[src/hdl/dmem_pkg.sv]
package dmem_pkg;

  // One data word on the memory bus
  typedef logic [31:0] dmem_word_t;

  // Byte address, word aligned when it leaves the stage
  typedef logic [31:0] dmem_addr_t;

  // One strobe bit per byte lane, bit 0 is the lowest byte
  typedef logic [3:0] dmem_strb_t;

  // Byte position inside a 32-bit word
  typedef logic [1:0] byte_off_t;

endpackage

[src/hdl/rv_isa_pkg.sv]
package rv_isa_pkg;

  // Datapath word, RV32 only
  typedef logic [31:0] xlen_t;

  // Load/store funct3
  // Bits [1:0] give the access size, bit 2 marks an unsigned load
  typedef logic [2:0] funct3_t;

  // Access size codes from funct3[1:0]
  localparam logic [1:0] SIZE_BYTE = 2'b00;
  localparam logic [1:0] SIZE_HALF = 2'b01;
  localparam logic [1:0] SIZE_WORD = 2'b10;

  // Result source for forwarding and writeback
  // Codes not listed here fall back to the ALU result
  typedef enum logic [2:0] {
    RES_ALU = 3'b000,
    RES_PC4 = 3'b010,
    RES_TGT = 3'b011
  } res_src_t;

  // Trap cause carried down the pipe
  typedef logic [1:0] trap_code_t;

  // Load or store address misaligned for its size
  localparam trap_code_t TRAP_LDST_MISALIGN = 2'd2;

  // Architectural register index
  typedef logic [4:0] reg_idx_t;

endpackage
[src/hdl/dmem_if.sv]
`timescale 1ns/1ns

// Data memory request and read data
interface dmem_if;

  logic ren;
  logic we;
  // Full byte address of the access
  // The low two bits are cleared where the request leaves the stage
  dmem_pkg::dmem_addr_t addr;
  dmem_pkg::dmem_word_t wdata;
  dmem_pkg::dmem_strb_t wstrb;
  // Combinational read data, same cycle as ren
  dmem_pkg::dmem_word_t rdata;

  // Request generator
  modport req (
    output ren, we, addr, wdata, wstrb
  );

  // Load formatter needs the word and the byte offset
  modport ld (
    input rdata, addr
  );

  // Memory side of the stage boundary
  modport port (
    input ren, we, addr, wdata, wstrb,
    output rdata
  );

endinterface

[src/hdl/ex_mem_if.sv]
`timescale 1ns/1ns

// Instruction fields latched by the EX/MEM register
interface ex_mem_if;

  // Control
  logic valid;
  logic reg_write;
  logic mem_read;
  logic mem_write;
  rv_isa_pkg::res_src_t res_src;
  rv_isa_pkg::reg_idx_t rd;
  rv_isa_pkg::funct3_t funct3;

  // Datapath
  rv_isa_pkg::xlen_t alu_result;
  rv_isa_pkg::xlen_t rs2_data;
  rv_isa_pkg::xlen_t pc_plus4;
  rv_isa_pkg::xlen_t jb_target;

  // Trap raised by an earlier stage
  logic trap;
  rv_isa_pkg::trap_code_t trap_code;

  // Memory access side only needs the address, store data and trap state
  modport access (
    input mem_read, mem_write, funct3, alu_result, rs2_data, trap, trap_code
  );

  // Pipeline register side sees every field
  modport pipe (
    input valid, reg_write, mem_read, mem_write, res_src, rd, funct3,
    input alu_result, rs2_data, pc_plus4, jb_target, trap, trap_code
  );

endinterface

[src/hdl/rv_stage_mem.sv]
`timescale 1ns/1ns

module rv_stage_mem (
  input logic clk,
  input logic rst_n,
  input logic mem_wb_stall,

  // From EX/MEM register
  input logic valid_mem,
  input logic reg_write_mem,
  input logic mem_read_mem,
  input logic mem_write_mem,
  input logic trap_in,
  input rv_isa_pkg::res_src_t res_src_mem,
  input rv_isa_pkg::reg_idx_t rd_mem,
  input rv_isa_pkg::funct3_t funct3_mem,
  input rv_isa_pkg::xlen_t alu_result_mem,
  input rv_isa_pkg::xlen_t rs2_data_mem,
  input rv_isa_pkg::xlen_t pc_plus4_mem,
  input rv_isa_pkg::xlen_t jb_target_mem,
  input rv_isa_pkg::trap_code_t trap_code_in,

  // Data memory, combinational read
  output logic dmem_ren,
  output logic dmem_we,
  output dmem_pkg::dmem_addr_t dmem_raddr,
  output dmem_pkg::dmem_addr_t dmem_waddr,
  output dmem_pkg::dmem_word_t dmem_wdata,
  output dmem_pkg::dmem_strb_t dmem_wstrb,
  input dmem_pkg::dmem_word_t dmem_rdata,

  // Forwarding
  output rv_isa_pkg::xlen_t result_mem,
  output rv_isa_pkg::xlen_t load_data_mem,

  // To WB
  output logic valid_wb,
  output logic reg_write_wb,
  output logic trap_wb,
  output rv_isa_pkg::res_src_t res_src_wb,
  output rv_isa_pkg::reg_idx_t rd_wb,
  output rv_isa_pkg::funct3_t funct3_wb,
  output rv_isa_pkg::xlen_t alu_result_wb,
  output rv_isa_pkg::xlen_t load_data_wb,
  output rv_isa_pkg::xlen_t pc_plus4_wb,
  output rv_isa_pkg::xlen_t jb_target_wb,
  output rv_isa_pkg::trap_code_t trap_code_wb
);

  ex_mem_if em_bus ();
  dmem_if dmem_bus ();

  logic trap_mem;
  logic misalign;
  rv_isa_pkg::trap_code_t trap_code_mem;

  // EX/MEM fields onto the shared bundle
  assign em_bus.valid = valid_mem;
  assign em_bus.reg_write = reg_write_mem;
  assign em_bus.mem_read = mem_read_mem;
  assign em_bus.mem_write = mem_write_mem;
  assign em_bus.res_src = res_src_mem;
  assign em_bus.rd = rd_mem;
  assign em_bus.funct3 = funct3_mem;
  assign em_bus.alu_result = alu_result_mem;
  assign em_bus.rs2_data = rs2_data_mem;
  assign em_bus.pc_plus4 = pc_plus4_mem;
  assign em_bus.jb_target = jb_target_mem;
  assign em_bus.trap = trap_in;
  assign em_bus.trap_code = trap_code_in;

  // Memory port, both addresses are the same word address
  assign dmem_ren = dmem_bus.ren;
  assign dmem_we = dmem_bus.we;
  assign dmem_raddr = {dmem_bus.addr[31:2], 2'b00};
  assign dmem_waddr = {dmem_bus.addr[31:2], 2'b00};
  assign dmem_wdata = dmem_bus.wdata;
  assign dmem_wstrb = dmem_bus.wstrb;
  assign dmem_bus.rdata = dmem_rdata;

  // Store format, alignment check and request gating
  mem_access access0 (
    .em(em_bus.access),
    .dmem(dmem_bus.req),
    .trap_mem(trap_mem),
    .trap_code_mem(trap_code_mem),
    .misalign(misalign)
  );

  // Load lane select and extension
  load_format ldfmt0 (
    .dmem(dmem_bus.ld),
    .funct3(funct3_mem),
    .load_data(load_data_mem)
  );

  // Forwarding mux and MEM/WB register
  mem_wb_pipe pipe0 (
    .clk(clk),
    .rst_n(rst_n),
    .mem_wb_stall(mem_wb_stall),
    .em(em_bus.pipe),
    .trap_mem(trap_mem),
    .misalign(misalign),
    .trap_code_mem(trap_code_mem),
    .load_data(load_data_mem),
    .result_mem(result_mem),
    .valid_wb(valid_wb),
    .reg_write_wb(reg_write_wb),
    .trap_wb(trap_wb),
    .res_src_wb(res_src_wb),
    .rd_wb(rd_wb),
    .funct3_wb(funct3_wb),
    .alu_result_wb(alu_result_wb),
    .load_data_wb(load_data_wb),
    .pc_plus4_wb(pc_plus4_wb),
    .jb_target_wb(jb_target_wb),
    .trap_code_wb(trap_code_wb)
  );

endmodule

[src/hdl/mem_wb_pipe.sv]
`timescale 1ns/1ns

module mem_wb_pipe (
  input logic clk,
  input logic rst_n,
  input logic mem_wb_stall,
  ex_mem_if.pipe em,
  input logic trap_mem,
  input logic misalign,
  input rv_isa_pkg::trap_code_t trap_code_mem,
  input rv_isa_pkg::xlen_t load_data,
  output rv_isa_pkg::xlen_t result_mem,
  output logic valid_wb,
  output logic reg_write_wb,
  output logic trap_wb,
  output rv_isa_pkg::res_src_t res_src_wb,
  output rv_isa_pkg::reg_idx_t rd_wb,
  output rv_isa_pkg::funct3_t funct3_wb,
  output rv_isa_pkg::xlen_t alu_result_wb,
  output rv_isa_pkg::xlen_t load_data_wb,
  output rv_isa_pkg::xlen_t pc_plus4_wb,
  output rv_isa_pkg::xlen_t jb_target_wb,
  output rv_isa_pkg::trap_code_t trap_code_wb
);

  logic advance;

  // Register loads only when WB is not holding
  assign advance = ~mem_wb_stall;

  // MEM stage result for the forwarding network
  // Loads are not forwarded from here, they go through load_data_mem
  always_comb begin
    case (em.res_src)
      rv_isa_pkg::RES_PC4: result_mem = em.pc_plus4;
      rv_isa_pkg::RES_TGT: result_mem = em.jb_target;
      // RES_ALU and any unlisted code
      default: result_mem = em.alu_result;
    endcase
  end

  // Valid bit, the only control state with a reset
  always_ff @(posedge clk) begin
    if (!rst_n) begin
      valid_wb <= 1'b0;
    end else if (advance) begin
      valid_wb <= em.valid;
    end
  end

  // Payload registers
  // Contents are meaningless while valid_wb is low
  always_ff @(posedge clk) begin
    if (advance) begin
      // Trapped instructions must not write the register file
      reg_write_wb <= em.reg_write & ~trap_mem;
      res_src_wb <= em.res_src;
      rd_wb <= em.rd;
      funct3_wb <= em.funct3;
      alu_result_wb <= em.alu_result;
      load_data_wb <= load_data;
      pc_plus4_wb <= em.pc_plus4;
      jb_target_wb <= em.jb_target;
      // Incoming trap or local misalignment
      trap_wb <= em.trap | misalign;
      trap_code_wb <= trap_code_mem;
    end
  end

endmodule

[src/hdl/load_format.sv]
`timescale 1ns/1ns

module load_format (
  dmem_if.ld dmem,
  input rv_isa_pkg::funct3_t funct3,
  output rv_isa_pkg::xlen_t load_data
);

  dmem_pkg::byte_off_t off;
  logic [1:0] size;
  logic is_unsigned;
  logic [7:0] lane_b;
  logic [15:0] lane_h;
  logic fill_b;
  logic fill_h;

  assign off = dmem.addr[1:0];
  assign size = funct3[1:0];
  // funct3[2] set means LBU or LHU
  assign is_unsigned = funct3[2];

  // Byte lane pick
  always_comb begin
    case (off)
      2'd0: lane_b = dmem.rdata[7:0];
      2'd1: lane_b = dmem.rdata[15:8];
      2'd2: lane_b = dmem.rdata[23:16];
      default: lane_b = dmem.rdata[31:24];
    endcase
  end

  // Halfword lane pick, bit 0 of the offset is zero for legal halfwords
  assign lane_h = off[1] ? dmem.rdata[31:16] : dmem.rdata[15:0];

  // Extension bit, zero for unsigned loads
  assign fill_b = ~is_unsigned & lane_b[7];
  assign fill_h = ~is_unsigned & lane_h[15];

  always_comb begin
    case (size)
      rv_isa_pkg::SIZE_BYTE: load_data = {{24{fill_b}}, lane_b};
      rv_isa_pkg::SIZE_HALF: load_data = {{16{fill_h}}, lane_h};
      // Word loads and the reserved size pass the word through
      default: load_data = dmem.rdata;
    endcase
  end

endmodule

[src/hdl/mem_access.sv]
`timescale 1ns/1ns

module mem_access (
  ex_mem_if.access em,
  dmem_if.req dmem,
  output logic trap_mem,
  output rv_isa_pkg::trap_code_t trap_code_mem,
  output logic misalign
);

  dmem_pkg::byte_off_t off;
  logic [1:0] size;
  dmem_pkg::dmem_word_t st_data;
  dmem_pkg::dmem_strb_t st_strb;
  logic access;
  logic store_go;

  // Byte offset and size straight from the effective address and funct3
  assign off = em.alu_result[1:0];
  assign size = em.funct3[1:0];
  assign access = em.mem_read | em.mem_write;

  // Store lane placement
  // Source byte or halfword is replicated, the strobe picks the lanes
  always_comb begin
    case (size)
      rv_isa_pkg::SIZE_BYTE: begin
        st_data = {4{em.rs2_data[7:0]}};
        st_strb = 4'b0001 << off;
      end
      rv_isa_pkg::SIZE_HALF: begin
        st_data = {2{em.rs2_data[15:0]}};
        st_strb = off[1] ? 4'b1100 : 4'b0011;
      end
      rv_isa_pkg::SIZE_WORD: begin
        st_data = em.rs2_data;
        st_strb = 4'b1111;
      end
      default: begin
        // Reserved size, treated as a full word
        st_data = em.rs2_data;
        st_strb = 4'b1111;
      end
    endcase
  end

  // Alignment check for halfword and word accesses
  always_comb begin
    misalign = 1'b0;
    if (access) begin
      case (size)
        rv_isa_pkg::SIZE_HALF: misalign = off[0];
        rv_isa_pkg::SIZE_WORD: misalign = |off;
        default: misalign = 1'b0;
      endcase
    end
  end

  // Merge with the trap from earlier stages
  assign trap_mem = em.trap | misalign;
  // Misalignment found here overrides the incoming cause
  assign trap_code_mem = misalign ? rv_isa_pkg::TRAP_LDST_MISALIGN : em.trap_code;

  // No memory side effects once a trap is pending
  assign store_go = em.mem_write & ~trap_mem;
  assign dmem.ren = em.mem_read & ~trap_mem;
  assign dmem.we = store_go;
  assign dmem.addr = em.alu_result;
  assign dmem.wdata = st_data;
  // Strobes stay low unless the store really goes out
  assign dmem.wstrb = store_go ? st_strb : 4'b0000;

endmodule

[config.mk]
export PLATFORM = sky130hd
export DESIGN_NAME = rv_stage_mem
export DESIGN_NICKNAME = d
export VERILOG_FILES = /design/src/hdl/dmem_pkg.sv /design/src/hdl/rv_isa_pkg.sv /design/src/hdl/dmem_if.sv /design/src/hdl/ex_mem_if.sv /design/src/hdl/rv_stage_mem.sv /design/src/hdl/mem_wb_pipe.sv /design/src/hdl/load_format.sv /design/src/hdl/mem_access.sv
export SDC_FILE = /design/constraint.sdc
export NUM_CORES = 1
export LEC_CHECK = 0
export CAP_MARGIN = 10
export CORE_AREA = 4 4 187 189
export DETAILED_ROUTE_END_ITERATION = 8
export DIE_AREA = 0 0 191 193
export DONT_BUFFER_PORTS = 1
export HOLD_SLACK_MARGIN = 0.03
export MAX_ROUTING_LAYER = met4
export SLEW_MARGIN = 25
export SYNTH_ARGS = -nofsm -noshare
export SYNTH_HDL_FRONTEND = slang
export SYNTH_HIERARCHICAL = 1
export SYNTH_SLANG_ARGS = --single-unit
[constraint.sdc]
create_clock -name clk -period 11.9 [get_ports clk]
set_input_delay 1.785 -clock clk [delete_from_list [all_inputs] [get_ports clk]]
set_output_delay 1.785 -clock clk [all_outputs]
set_load 0.03 [all_outputs]
---- Yosys cells after proc, flatten, opt, wreduce, memory -nomap -nowiden ----
Cells that the tools add are included.
storage, ports and cells
  flip-flop bits (word level) ............. 144
  input bits .............................. 181
  output and inout port bits .............. 310
  word-level logic and storage cells ...... 40
operators by class
  eq/ne operators ......................... 6
  shift operators ......................... 1
  multiplexer cells ....................... 10
  bitwise operators ....................... 9
  reductions and logical operators ........ 3
operators by type and width
  cell                                             count
  case mux 32 bit (2 select lines)                 3
  case mux 8 bit (3 select lines)                  1
  2-to-1 mux 16 bit                                1
  2-to-1 mux 4 bit                                 2
  case mux 4 bit (2 select lines)                  1
  == test 3 x 2 -> 1 bit, second input constant    2
  bitwise AND 1 bit                                5
  == test 2 x 1 -> 1 bit, second input constant    2
  == test 2 bit, second input constant             2
  zero test 2 bit                                  2
  << shifter 1 x 2 -> 4 bit, first input constant  1
  NOT 1 bit                                        2
  bitwise OR 1 bit                                 2
  case mux 1 bit (2 select lines)                  1
  OR reduction 2 bit                               1
  2-to-1 mux 1 bit                                 1

---- Longest topological paths before layout ----
Gate-level depths: netlist of the first run.
  depth in word-level cells ............... 7
  gate-level depth with buffers ........... 7
  depth with buffers taken out ............ 6

---- Cells and area by module ----
Netlist of the first run, hierarchy kept.
modules (own cells, without submodules)
  module        times used  cells an instance  area each (um^2)
  mem_wb_pipe   1           222                5371.4
  mem_access    1           113                860.8
  load_format   1           115                845.8
  rv_stage_mem  1           35                 259.0

---- Least setup slack after synthesis of the first run ----
Ideal clock, no wire load.
  path type ............................... input -> output
  start point ............................. input alu_result_mem[1]
  end point ............................... output load_data_mem[11]
  arrival ................................. 3278 ps
  setup slack ............................. 6837 ps
  stages .................................. 7
  cells stage by stage .................... buf_4 > buf_2 > nor2b_1 > buf_2 > a32oi_2 > buf_4 > o221ai_1
between the ends
  word-level cells in the longest chain between the ends .. 4
ends and longest elaborated chain
  what                                   RTL line            source
  from (decl)                            rv_stage_mem.sv:17  input rv_isa_pkg::xlen_t alu_result_mem,
  == test 2 bit (tied with other cells)  load_format.sv:24   case (off)
  case mux 8 bit (3 select lines)        load_format.sv:24
  bitwise AND 1 bit                      load_format.sv:36   assign fill_b = ~is_unsigned & lane_b[7];
  case mux 32 bit (2 select lines) *     load_format.sv:40   case (size)
  to (decl)                              rv_stage_mem.sv:34  output rv_isa_pkg::xlen_t load_data_mem,
Every way passes the cells marked *; elsewhere a longest branch is shown, timed or not.

---- Worst setup path in the final report of the first run ----
  start point ............................. input alu_result_mem[1]
  end point ............................... output load_data_mem[8]
Same word-level chain as after synthesis.

==> results of run 1 <==
-- tightest hold or removal path: stages, from the launching register on --
cell and delay [ns]:
sky130_fd_sc_hd__dfxtp_1 0.41, sky130_fd_sc_hd__mux2i_1 0.17, sky130_fd_sc_hd__nor2b_1 0.05
-- worst min path at each step --
stage / end / from / cells past startpoint
2_1_floorplan: pipe0/valid_wb / pipe0/valid_wb / 2
3_3_place_gp: pipe0/valid_wb / pipe0/valid_wb / 2
3_5_place_dp: pipe0/valid_wb / pipe0/valid_wb / 2
4_1_cts: pipe0/valid_wb / pipe0/valid_wb / 2
5_1_grt: pipe0/valid_wb / pipe0/valid_wb / 2
6_report: pipe0/valid_wb / pipe0/valid_wb / 2
-- metal layers --
| metal | share of wire (%) | vias up |
|---|---|---|
| met5 | 0 | - |
| li1 | - | 1581 |
| met2 | 50 | 339 |
| met4 | 3.0 | 0 |
| met3 | 12 | 21 |
| met1 | 35 | 1908 |
-- flip-flops by register name (all words and copies together), names as in the netlist --
| register | cells |
|---|---|
| pipe0/trap_code_wb | 2 |
| pipe0/pc_plus4_wb | 32 |
| pipe0/load_data_wb | 32 |
| pipe0/jb_target_wb | 32 |
| pipe0/funct3_wb | 3 |
| pipe0/rd_wb | 5 |
| pipe0/valid_wb | 1 |
| pipe0/alu_result_wb | 32 |
| pipe0/reg_write_wb | 1 |
| pipe0/trap_wb | 1 |
| pipe0/res_src_wb | 3 |
-- power by group --
part / leakage (nW) / total [W] / switching, W / internal, W
clock: 0.303 / 0.000573 / 0.000252 / 0.000321
sequential: 1.41 / 0.000715 / 0.000104 / 0.000610
combinational: 1.11 / 0.000167 / 0.000115 / 0.0000520
total: 2.82 / 0.00145 / 0.000471 / 0.000984
-- stage by stage --
step | instances | area [sq um] | hold slack [ns]
global placement | 837 | 7190 | 0.668
CTS | 869 | 7800 | 0.688
global route | 869 | 7800 | 0.712
detailed placement | 837 | 7190 | 0.676
floorplan | 488 | 7350 | 0.648
finish | 869 | 7800 | 0.682
-- area by class of cell --
class                   instances  area (sq um)
multi-input cells             234          2250
fillers                      3426         25500
clock buffers                  17           425
clock inverters                15           186
well taps                     448           561
repair buffers                  4          30.0
inverters                       7          31.3
flip-flops and latches        144          4310
-- synthesized netlist by cell type, types with 2 or more instances --
cell type and number:
sky130_fd_sc_hd__a21oi_1 4, sky130_fd_sc_hd__a22o_1 8, sky130_fd_sc_hd__a22oi_1 17, sky130_fd_sc_hd__buf_2 6
sky130_fd_sc_hd__buf_4 80, sky130_fd_sc_hd__buf_6 9, sky130_fd_sc_hd__clkbuf_1 7, sky130_fd_sc_hd__edfxtp_1 143
sky130_fd_sc_hd__ha_1 3, sky130_fd_sc_hd__inv_1 6, sky130_fd_sc_hd__mux2_2 6, sky130_fd_sc_hd__mux2_4 68
sky130_fd_sc_hd__mux2i_1 16, sky130_fd_sc_hd__nand2_1 41, sky130_fd_sc_hd__nand2b_1 2, sky130_fd_sc_hd__nor2_1 2
sky130_fd_sc_hd__nor2b_1 14, sky130_fd_sc_hd__o211ai_1 7, sky130_fd_sc_hd__o211ai_2 10, sky130_fd_sc_hd__o21ai_0 2
sky130_fd_sc_hd__o221ai_1 8, sky130_fd_sc_hd__o22a_1 7, sky130_fd_sc_hd__or2_1 4
-- cells by family (layout without fill, tap and decap cells) --
logic type	Yosys count	in the layout	share of synthesized area, %
and+or+nand+nor	69	69	4.74
AOI/OAI and AO/OA	68	68	8.12
DFF	144	144	58.8
other	1	4	0.0511
muxes	90	90	17.0
adders and majority gates	3	3	0.512
buffers and inverters	110	43	10.8
==> impl.org, run 1 <==
** Run status
- The run finished with clean final reports.

** Timing
- Setup TNS Final :: 0 ns
- The routed design could run at a clock period as short as 5.39 ns.
- The hold violation total from the final report came to 0.
- Max-slew violation total from the final report :: 0
- Setup repair after global routing left no endpoint under its margin.
- In this run the tightest slew margin relative to its limit is 35.1%.
- Based on the critical path, the design can be clocked at up to 185 MHz.
- Worst-margin pin slew :: 0.972 ns
- The worst path meets setup with 6.51 ns of slack.
- Number of setup violations in the final report :: 0
- In the finished design, the share of the clock period the worst path needs comes to 45.3%.
- Between clock sinks in the finished design, the worst skew comes to 0 ns.

** Routing
- Dividing the detail-routed via count by the number of cells gives 4.43.
- The final layout contains routed wiring with a total length of 23600 microns.
- After detailed routing, the number of remaining DRC violations is 0.
- Post-route antenna net violation count :: 0
- Dividing the detail-routed wire length by the instance count gives 27.2 microns.
- The routed layout has 3849 vias.
- For this block, the initial DRC count from the detailed router was 217.
- Number of iterations in the first detailed-routing pass :: 6

** Critical path
- Buf/Inv on CP :: 1
- Required time at the endpoint of the critical path :: 10.12 ns
- Crit path max-delay family :: compound AO/OA/AOI/OAI gates
- In this run the number of cells on the critical path is 4.
- STA classifies the critical path startpoint as an input pin.
- The critical path in this run is classified as input pin to primary output.
- Among all stages on the critical path, the largest delay is contributed by sky130_fd_sc_hd__o221ai_1.
- In this run the worst setup path begins at alu_result_mem[1].
- Crit path cell chain :: nor2b_1 > a32oi_2 > buf_4 > o221ai_1
- Across all register-to-register paths, the minimum setup slack is 11.09 ns.
- Number of cells on the worst reg-to-reg path :: 2
- Capture point of the critical path :: load_data_mem[8]
- Worst endpoint data arrival time :: 3.61 ns
- Slowest stage delay, CP :: 0.73 ns
- Launching point of the worst reg2reg path :: pipe0/valid_wb
- STA classifies the critical path endpoint as a primary output.
- The endpoint identified for the worst register-to-register timing path is pipe0/valid_wb.
- Of all nets on the critical path, the largest fanout is 25.

** Synthesis
- Of the synthesized area, sequential elements account for 58.8%.
- Top cells by area, synth :: sky130_fd_sc_hd__edfxtp_1 59%, sky130_fd_sc_hd__mux2_4 14%, sky130_fd_sc_hd__buf_4 8.2%, sky130_fd_sc_hd__mux2i_1 2.2%, sky130_fd_sc_hd__nand2_1 2.1%
- The mapped netlist covers 7340 sq um.
- The share of synthesized area in the top cell type comes to 58.5%.
- After synthesis, the netlist uses 38 different library cells.
- Synth Warn # :: 6
- Summed over all instances, the cell type with the most area after synthesis is sky130_fd_sc_hd__edfxtp_1.
- Seq cells post-synth :: 144
- In the synthesized netlist the dominant register cell turns out to be sky130_fd_sc_hd__edfxtp_1.
- Avg Cell Area, Syn :: 15.1 sq um
- Counting flops with an async set or reset pin after synthesis yields a share of 0%.
- Synthesis produced a netlist whose cell count is 485.
- Post-synth EDFFs :: 143

** CTS
- In this run, post-CTS repair resized a total of 0 instances.
- No sink is reached through more buffers than the 2 on the longest clock path.
- Setup bufs post-CTS :: 0
- Number of buffers inserted during clock tree synthesis :: 17
- CTS saw 144 sinks.
- The clock tree synthesis step divided the H-tree into 4 levels.
- Hold bufs inserted after CTS :: 0
- CTS clk-pin slew, worst paths :: 0.07 ns
- Clock insertion delay at the later pin of the skew report :: 0.42 ns
- TritonCTS clock tree :: done
- The cell sitting at the root of the clock tree is a sky130_fd_sc_hd__clkbuf_16.

** Power
- Total power :: 0.00145 W
- P_leak :: 2.82 nW
- Dividing total power by cell area gives a power density of 186 nW/um^2.
- IR analysis of the VDD net gives a maximum drop of 0.0897 mV.

** Place
- At the end of routability-driven placement, the weighted congestion stood at 0.769.
- Once detailed placement completed, the half-perimeter wirelength came to 18400 microns.
- Before CTS, the worst setup slack after placement is 6.54 ns.
- Number of port buffers :: 0

** Global route
- The initial antenna violation count was 0.
- Global routing used 5.55% of the available met3 tracks.
- Global-route layer with the greatest usage :: met2
- Remaining Overflow, GRT :: 0
- Overall fraction of global-route tracks in use :: 12.3%
- The first global-routing pass estimated 31200 microns of wire.
- The number of global-route vias before repair came to 3907.
- Met1 routing resource usage after global routing :: 13.1%
- Global routing consumed, on the met2 layer, 19.8% of the routing resources.
- Largest net degree at the start of global routing :: 74

** Die
- The floorplan step defined a die boundary enclosing 36900 sq um.
- The die is 191 microns wide.
- Core area :: 33300 sq um
- In this run the count of I/O pins placed on the die edge is 491.
- Starting utilization of the core area :: 22.0%
- Die Y-Extent :: 193 microns
- The initialized floorplan defines 67 standard-cell rows.

** Worst hold path
- The worst hold path belongs to the class register to register.

** Cells and area
- Leading cell types in the layout, fill and taps excluded :: 143 x sky130_fd_sc_hd__edfxtp_1, 68 x sky130_fd_sc_hd__mux2_4, 41 x sky130_fd_sc_hd__nand2_1
- The library cell used most frequently in the layout, excluding fill and tap cells, is sky130_fd_sc_hd__edfxtp_1.
- Relative to the synthesized area, the layout overhead comes to 6.31%.
- Net count of the finished layout :: 592
- Cells fill 23.4% of the core in the end.
- The number of antenna diodes in the final layout is 0.
- Of the cells placed in the final design, the portion with a size suffix greater than 1 is 31.1%.

** Run
- Max-cap violations in this run came to 0.
No activity file was read; power rests on OpenSTA's default activity.
==> inputs of run 2 (changes only) <==
==> constraint.sdc (replaced) <==
create_clock -name clk -period 5.05 [get_ports clk]
set_input_delay 0.7575 -clock clk [delete_from_list [all_inputs] [get_ports clk]]
set_output_delay 0.7575 -clock clk [all_outputs]
set_load 0.03 [all_outputs]
==> impl.org, run 2 (same netlist as run 1, synthesis figures left out) <==
** Run status
- The flow ran to the end, and the final reports show no timing, DRC or antenna violations.

** Timing
- The total setup violations reported at the end of the flow was 0 (unchanged).
- Final clock period utilization by the worst path :: 73.4%
- The worst path needs 3.71 ns of the cycle, external delays included.
- Setup repair after global routing left no endpoint under its margin.
- Setup slack of the critical path after layout :: 1.34 ns (-5.16 ns)
- The relative max-transition margin is 28.7% (-6.4 points).
- Number of hold violations in the final report :: 0 (unchanged)
- Max Clock Freq :: 270 MHz
- The measured slew at the worst slew-check pin is 1.07 ns (+0.0950 ns).
- The final max-slew violation count came to 0 (unchanged).
- The setup clock skew after layout was 0 ns (unchanged).
- Setup TNS Final :: 0 ns (unchanged)

** Global route
- Number of global-route vias before repair :: 3976 (+1.8%)
- The final global-route overflow total is 0 (unchanged).
- The first-pass GRT wire length was 31200 microns (+0.24%).
- Number of antenna violations at the first check in global routing :: 0 (unchanged)
- The all-layer global routing usage was 12.3% (+0.068 points).
- The maximum number of pins on one net before global-route repair came to 59 (-20%).

** Power
- Power per unit of standard cell area :: 438 nW/um^2 (+130%)
- P_leak :: 2.80 nW (-0.38%)
- Total power :: 0.00341 W (+130%)
- Worst-case vdd ir drop :: 0.212 mV (+140%)

** Cells and area
- Signed area change from the synthesized netlist to the final layout :: 6.24% (about the same)
- The fraction of layout instances using a drive strength above 1 came to 31.3% (+0.16 points).
- Leading cell type in the layout, fill and taps excluded :: sky130_fd_sc_hd__edfxtp_1
- The top cell types in the final layout, fill and taps aside, are 143 x sky130_fd_sc_hd__edfxtp_1, 68 x sky130_fd_sc_hd__mux2_4, 41 x sky130_fd_sc_hd__nand2_1.
- Antenna Cells :: 0 (unchanged)
- The layout net count is 593 (+0.17%).
- Number of filler cells placed in the layout :: 3417 (-0.26%)

** Routing
- Number of DRC markers after the initial detailed-route iteration :: 246 (+13%)
- The antenna violation net count after detailed routing came to 0 (unchanged).
- The mean routed wirelength per cell was 27.5 microns (+1.2%).
- Total via count after detailed routing :: 3844 (-0.13%)
- The vias per cell came to 4.42 (-0.24%).
- The number of detailed-routing iterations run before antenna repair is 4 (-2).
- The number of DRC violations after detailed routing is 0 (unchanged).
- Wire length after detailed routing :: 23900 microns (+1.3%)

** Critical path
- The worst register-to-register path ends at pipe0/valid_wb.
- Number of cells on the worst reg-to-reg path :: 2 (unchanged)
- The largest fanout of any net on the critical path is 25 (unchanged).
- The total buffers and inverters traversed by the critical path came to 1 (unchanged).
- Category of the worst setup path capture point :: primary output
- The setup slack of the most critical reg-to-reg path was 4.24 ns (-6.85 ns).
- In this design, the largest share of critical-path delay is due to compound AO/OA/AOI/OAI gates.
- Type of the worst setup path :: input pin to primary output
- The data required time of the worst path is 4.29 ns (-5.83 ns).
- Slowest-stage cell, CP :: sky130_fd_sc_hd__o211ai_1
- The worst register-to-register path begins at pipe0/valid_wb.
- The largest stage delay on the critical path was 0.67 ns (-0.06 ns).
- The arrival time of data at the critical path endpoint was 2.95 ns (-0.66 ns).
- The worst setup path is launched from an input pin.
- Crit path cell chain :: nor2b_1 > a32oi_2 > buf_4 > o211ai_1

** CTS
- Largest buffer count on any clock path :: 2 (unchanged)
- TritonCTS built the clock tree.
- The maximum level of the CTS H-tree was 4 (unchanged).
- The clock-pin slew of the registers on the worst-case setup and hold paths is 0.08 ns (about the same).
- Number of buffers inserted during clock tree synthesis :: 17 (unchanged)
- Total of cells resized after clock tree synthesis :: 0 (unchanged)
- The cell sitting at the root of the clock tree is a sky130_fd_sc_hd__clkbuf_16.
- The source-to-sink clock delay at the later pin of the worst-skew pair was 0.42 ns (about the same).
- The post-CTS setup buffer count came to 0 (unchanged).
- Hold bufs inserted after CTS :: 0 (unchanged)
- The sink count of the clock tree is 144 (unchanged).

** Die
- The row count is 67 (unchanged).
- Die W :: 191 microns (unchanged)
- Die Y-Extent :: 193 microns (unchanged)
- The starting density of the core is 22.0% (unchanged).
- Number of top-level design ports :: 491 (unchanged)
- Die Area :: 36900 sq um (unchanged)
- Core area :: 33300 sq um (unchanged)

** Worst hold path
- In this run the most critical hold path is launched from funct3_mem[2].
- The worst hold path cell count is 0 (-2).
- The worst hold path terminates at pipe0/funct3_wb[2].
- In this run the worst hold path is classified as input pin to register.

** Place
- Half-perimeter wire length after detailed placement :: 18800 microns (+1.7%)
- Worst slack after detailed placement :: 1.41 ns (-5.13 ns)
- Number of port buffers :: 0 (unchanged)
- Global placement routability congestion :: 0.743 (-3.4%)

** Run
- The number of max-cap violations was 0 (unchanged).
[run 2: changes by cell type in the layout (fill, tap and decap cells not counted), sizes merged]
cell      change
clkinv        -2
clkinvlp      +3
inv           -1
buf           +1
[run 2: layout make-up]
cell class                      instances  area [sq um]  area share [%]
Clock buffer                           17           425            5.46
Tap cell                              448           561            7.19
Clock inverter                         15           174            2.23
Sequential cell                       144          4310            55.3
Timing Repair Buffer                    5          37.5           0.482
Multi-Input combinational cell        234          2250            28.9
Inverter                                7          31.3           0.401
[run 2: power breakdown]
group          switching, W  internal (W)
logic              0.000270      0.000123
clock network      0.000586      0.000748
registers          0.000248       0.00144
total               0.00110       0.00231
[run 2: worst max path at each step]
stage                                         to  depth (start not counted)  slack (ns)         startpoint
final                          load_data_mem[16]                          4        1.34  alu_result_mem[1]
after global routing           load_data_mem[16]                          4        1.26  alu_result_mem[1]
after CTS                      load_data_mem[16]                          4        1.40  alu_result_mem[1]
after detailed placement       load_data_mem[16]                          4        1.41  alu_result_mem[1]
after global placement         load_data_mem[17]                          4        1.51  alu_result_mem[1]
after floorplan           pipe0/alu_result_wb[0]                          1        1.04       mem_wb_stall
[run 2: through the flow]
step / util [%] / hold slack [ns] / instance area (sq um) / std cells
2_1_floorplan: - / 0.648 / 7350 / 488
3_3_place_gp: 21.6 / 0.668 / 7200 / 838
3_5_place_dp: 21.6 / 0.670 / 7200 / 838
4_1_cts: 23.4 / 0.393 / 7790 / 870
5_1_grt: 23.4 / 0.392 / 7790 / 870
6_report: 23.4 / 0.421 / 7790 / 870
[run 2: metal layers]
metal	up-vias	routed length [microns]	track usage, %
met1	1917	8820	13.3
met2	320	12000	20.6
met5	-	0	-
met3	27	2420	4.81
li1	1580	-	-
met4	0	652	4.59
==> inputs of run 3 (changes only) <==
--- a/config.mk
+++ b/config.mk
@@ -5,10 +5,11 @@
 export SDC_FILE = /design/constraint.sdc
 export NUM_CORES = 1
 export LEC_CHECK = 0
+export ABC_AREA = 1
 export CAP_MARGIN = 10
-export CORE_AREA = 4 4 187 189
+export CORE_AREA = 4 4 191 193
 export DETAILED_ROUTE_END_ITERATION = 8
-export DIE_AREA = 0 0 191 193
+export DIE_AREA = 0 0 195 197
 export DONT_BUFFER_PORTS = 1
 export HOLD_SLACK_MARGIN = 0.03
 export MAX_ROUTING_LAYER = met4
==> constraint.sdc (replaced) <==
create_clock -name clk -period 3.8 [get_ports clk]
set_input_delay 0.57 -clock clk [delete_from_list [all_inputs] [get_ports clk]]
set_output_delay 0.57 -clock clk [all_outputs]
set_load 0.03 [all_outputs]
==> impl.org, run 3 <==
** Global route
- Global Route met3 Usage :: 5.74% (+0.94 points)
- Grt met2 use :: 22.6% (+1.9 points)
- Global-route layer with the greatest usage :: met2
- Remaining Overflow, GRT :: 0 (unchanged)
- Wire length of the first global-routing pass :: 36200 microns (+16%)
- Number of global-route vias before repair :: 4758 (+20%)
- Number of antenna violations at the first check in global routing :: 0 (unchanged)
- Largest net degree at the start of global routing :: 145 (+150%)
- The all-layer global routing usage was 13.4% (+1.1 points).
- Met1 routing resource usage after global routing :: 14.1% (+0.78 points)

** Timing
- Of the available clock period, the critical path in the final layout requires 70.1%.
- Min cycle time layout :: 2.66 ns
- Worst-margin pin slew :: 1.08 ns (+0.0112 ns)
- Number of hold violations in the final report :: 0 (unchanged)
- The total setup violations reported at the end of the flow came to 0 (unchanged).
- Setup repair after global routing left no endpoint under its margin.
- Max Clock Freq :: 375 MHz
- The relative max-transition margin came to 28.1% (-0.59 points).
- Final Skew :: 0 ns (unchanged)
- Max-slew violation total from the final report :: 0 (unchanged)
- The total negative slack for setup checks came to 0 ns (unchanged).

** Synthesis
- After synthesis, the cell types taking the most area are sky130_fd_sc_hd__edfxtp_1 60%, sky130_fd_sc_hd__buf_4 9.3%, sky130_fd_sc_hd__nand2_1 7.5%, sky130_fd_sc_hd__nand4_1 5.6%, sky130_fd_sc_hd__nand3_2 3.2%.
- The number of standard cells after synthesis was 651 (+34%).
- The warning count from the yosys run was 6 (unchanged).
- The number of library cell types mapped by synthesis came to 30 (-21%).
- The sequential area share after synthesis is 59.8% (+1.0 points).
- Commonest cells post-synth :: 144 x sky130_fd_sc_hd__nand2_1, 143 x sky130_fd_sc_hd__edfxtp_1, 89 x sky130_fd_sc_hd__buf_4
- Async set-or-reset flop fraction in the synthesized netlist :: 0% (unchanged)
- Avg Cell Area, Syn :: 11.1 sq um (-27%)
- The count of flip-flops with a built-in enable after synthesis came to 143 (unchanged).
- Seq cells post-synth :: 144 (unchanged)
- Most repeated cell in the gate-level netlist after synthesis :: sky130_fd_sc_hd__nand2_1
- Post-synthesis instance area :: 7210 sq um (-1.7%)
- Cell type with the highest aggregate area in the netlist :: sky130_fd_sc_hd__edfxtp_1
- Post-synth top area share :: 59.5% (+1.0 points)
- The most used flip-flop cell after synthesis is sky130_fd_sc_hd__edfxtp_1.

** Routing
- Post-route antenna net violation count :: 0 (unchanged)
- The number of DRC violations after detailed routing was 0 (unchanged).
- The number of detailed-routing iterations run before antenna repair was 5 (+1).
- Number of DRC markers after the initial detailed-route iteration :: 447 (+82%)
- Wirelength per Cell :: 25.9 microns (-5.8%)
- The vias per cell was 4.62 (+4.5%).
- Total via count after detailed routing :: 4769 (+24%)
- Wire length after detailed routing :: 26800 microns (+12%)

** Worst hold path
- The worst hold path begins at funct3_mem[2].
- The min-delay analysis places its worst path in the category input pin to register.
- Instance count along the most critical hold path :: 0 (unchanged)
- The worst hold path terminates at pipe0/funct3_wb[2].

** Critical path
- Worst endpoint data arrival time :: 2.09 ns (-0.86 ns)
- The data required time of the worst path was 3.23 ns (-1.06 ns).
- Minimum setup slack among reg-to-reg paths :: 3.02 ns (-1.22 ns)
- Maximum fanout along the worst path :: 28 (+12%)
- The worst setup path is launched from an input pin.
- Launching point of the worst reg2reg path :: pipe0/valid_wb
- Worst flop-to-flop path endpoint :: pipe0/valid_wb
- STA classifies the critical path endpoint as a primary output.
- The number of cells on the worst reg-to-reg path came to 2 (unchanged).
- The critical path in this run is classified as input pin to primary output.

** Run status
- The run finished with clean final reports.

** CTS
- The number of hold buffers added after CTS is 0 (unchanged).
- The worst-case clock buffer depth is 2 (unchanged).
- Total of cells resized after clock tree synthesis :: 0 (unchanged)
- TritonCTS clock tree :: done
- Number of buffers inserted during clock tree synthesis :: 17 (unchanged)
- Clk root buf :: sky130_fd_sc_hd__clkbuf_16
- CTS clk-pin slew, worst paths :: 0.07 ns (about the same)
- The post-CTS setup buffer count came to 0 (unchanged).
- The source-to-sink clock delay at the later pin of the worst-skew pair is 0.42 ns (about the same).
- The sink count of the clock tree was 144 (unchanged).
- The maximum level of the CTS H-tree is 4 (unchanged).

** Cells and area
- Multi-input gate area :: 1820 sq um (-19%)
- The fraction of layout instances using a drive strength above 1 came to 12.6% (-19 points).
- Antenna Cells :: 0 (unchanged)
- The number of fillers in the final layout came to 3728 (+9.1%).
- Leading cell types in the layout, fill and taps excluded :: 143 x sky130_fd_sc_hd__nand2_1, 143 x sky130_fd_sc_hd__edfxtp_1, 64 x sky130_fd_sc_hd__nand4_1
- The footprint of the flip-flops and latches is 4310 sq um (unchanged).
- The final cell utilization of the core was 21.8% (-1.6 points).
- The layout net count came to 749 (+26%).
- Signed area change from the synthesized netlist to the final layout :: 4.35%

** Run
- Maximum Capacitance Violations :: 0 (unchanged)

** Power
- Power per unit of standard cell area :: 585 nW/um^2 (+33%)
- The leakage power figure came to 2.88 nW (+2.6%).
- The worst vdd rail ir drop was 0.286 mV (+35%).

** Place
- Number of port buffers :: 0 (unchanged)
- The final weighted congestion in routability-driven placement came to 0.849 (+14%).
- The placed wire-length estimate after detailed placement is 20100 microns (+7.3%).

** Die
- The floorplan die height is 197 microns (+2.1%).
- Core area :: 34500 sq um (+3.8%)
- The overall die area is 38400 sq um (+4.2%).
- The row count was 68 (+1.5%).
- Number of top-level design ports :: 491 (unchanged)
- Die W :: 195 microns (+2.1%)
- Starting utilization of the core area :: 20.9% (-1.2 points)
-- run 3: per-layer routing --
| layer | up-vias | part of all wire [%] |
|---|---|---|
| met1 | 2301 | 35 |
| met2 | 409 | 51 |
| met4 | 0 | 2.6 |
| met5 | - | 0 |
| li1 | 2031 | - |
| met3 | 28 | 12 |
-- run 3: cell families (layout without fill, tap and decap cells) --
group,after synthesis,after routing,synth area share (%)
buf+inv,167,91,15.1
simple gates,290,290,20.8
fa+ha+maj,3,3,0.521
other cells,1,4,0.0520
flops,144,144,59.8
compound gates,46,46,3.71
-- run 3: final cells by class --
class / instances / area share [%]
clock buffers: 19 / 5.75
clock inverters: 13 / 1.83
inverters: 56 / 2.88
multi-input cells: 343 / 24.2
flip-flops and latches: 144 / 57.3
well taps: 455 / 7.56
repair buffers: 3 / 0.466
-- run 3: how the worst max path moves through the flow --
stage	start	slack, ns	to	cells past startpoint
2_1_floorplan	mem_wb_stall	0.76	pipe0/alu_result_wb[0]	1
3_3_place_gp	funct3_mem[0]	1.20	dmem_wstrb[2]	5
3_5_place_dp	funct3_mem[0]	1.16	dmem_wstrb[2]	5
4_1_cts	funct3_mem[0]	1.15	dmem_wstrb[2]	5
5_1_grt	funct3_mem[0]	1.0	dmem_wstrb[1]	5
6_report	funct3_mem[0]	1.14	dmem_wstrb[2]	5
-- run 3: critical path, cell delays in order --
cell                      delay, ns
sky130_fd_sc_hd__inv_1         0.03
sky130_fd_sc_hd__ha_1          0.37
sky130_fd_sc_hd__nor2_4        0.53
sky130_fd_sc_hd__a21oi_1       0.10
sky130_fd_sc_hd__nor2_1        0.48
-- run 3: power breakdown --
group | total [W] | switching (W) | internal (W)
Sequential | 0.00224 | 0.000328 | 0.00191
Combinational | 0.000483 | 0.000404 | 0.0000786
Clock | 0.00167 | 0.000707 | 0.000967
Total | 0.00440 | 0.00144 | 0.00296
-- run 3: metrics by stage --
stage,instances,hold slack [ns],power (W),setup WS (ns),cell area (sq um)
2_1_floorplan,654,0.610,0.00282,0.765,7230
3_3_place_gp,1001,0.638,0.00276,1.20,6960
3_5_place_dp,1001,0.641,0.00277,1.16,6960
4_1_cts,1033,0.188,0.00447,1.15,7530
5_1_grt,1033,0.191,0.00458,0.996,7530
6_report,1033,0.232,0.00440,1.14,7530
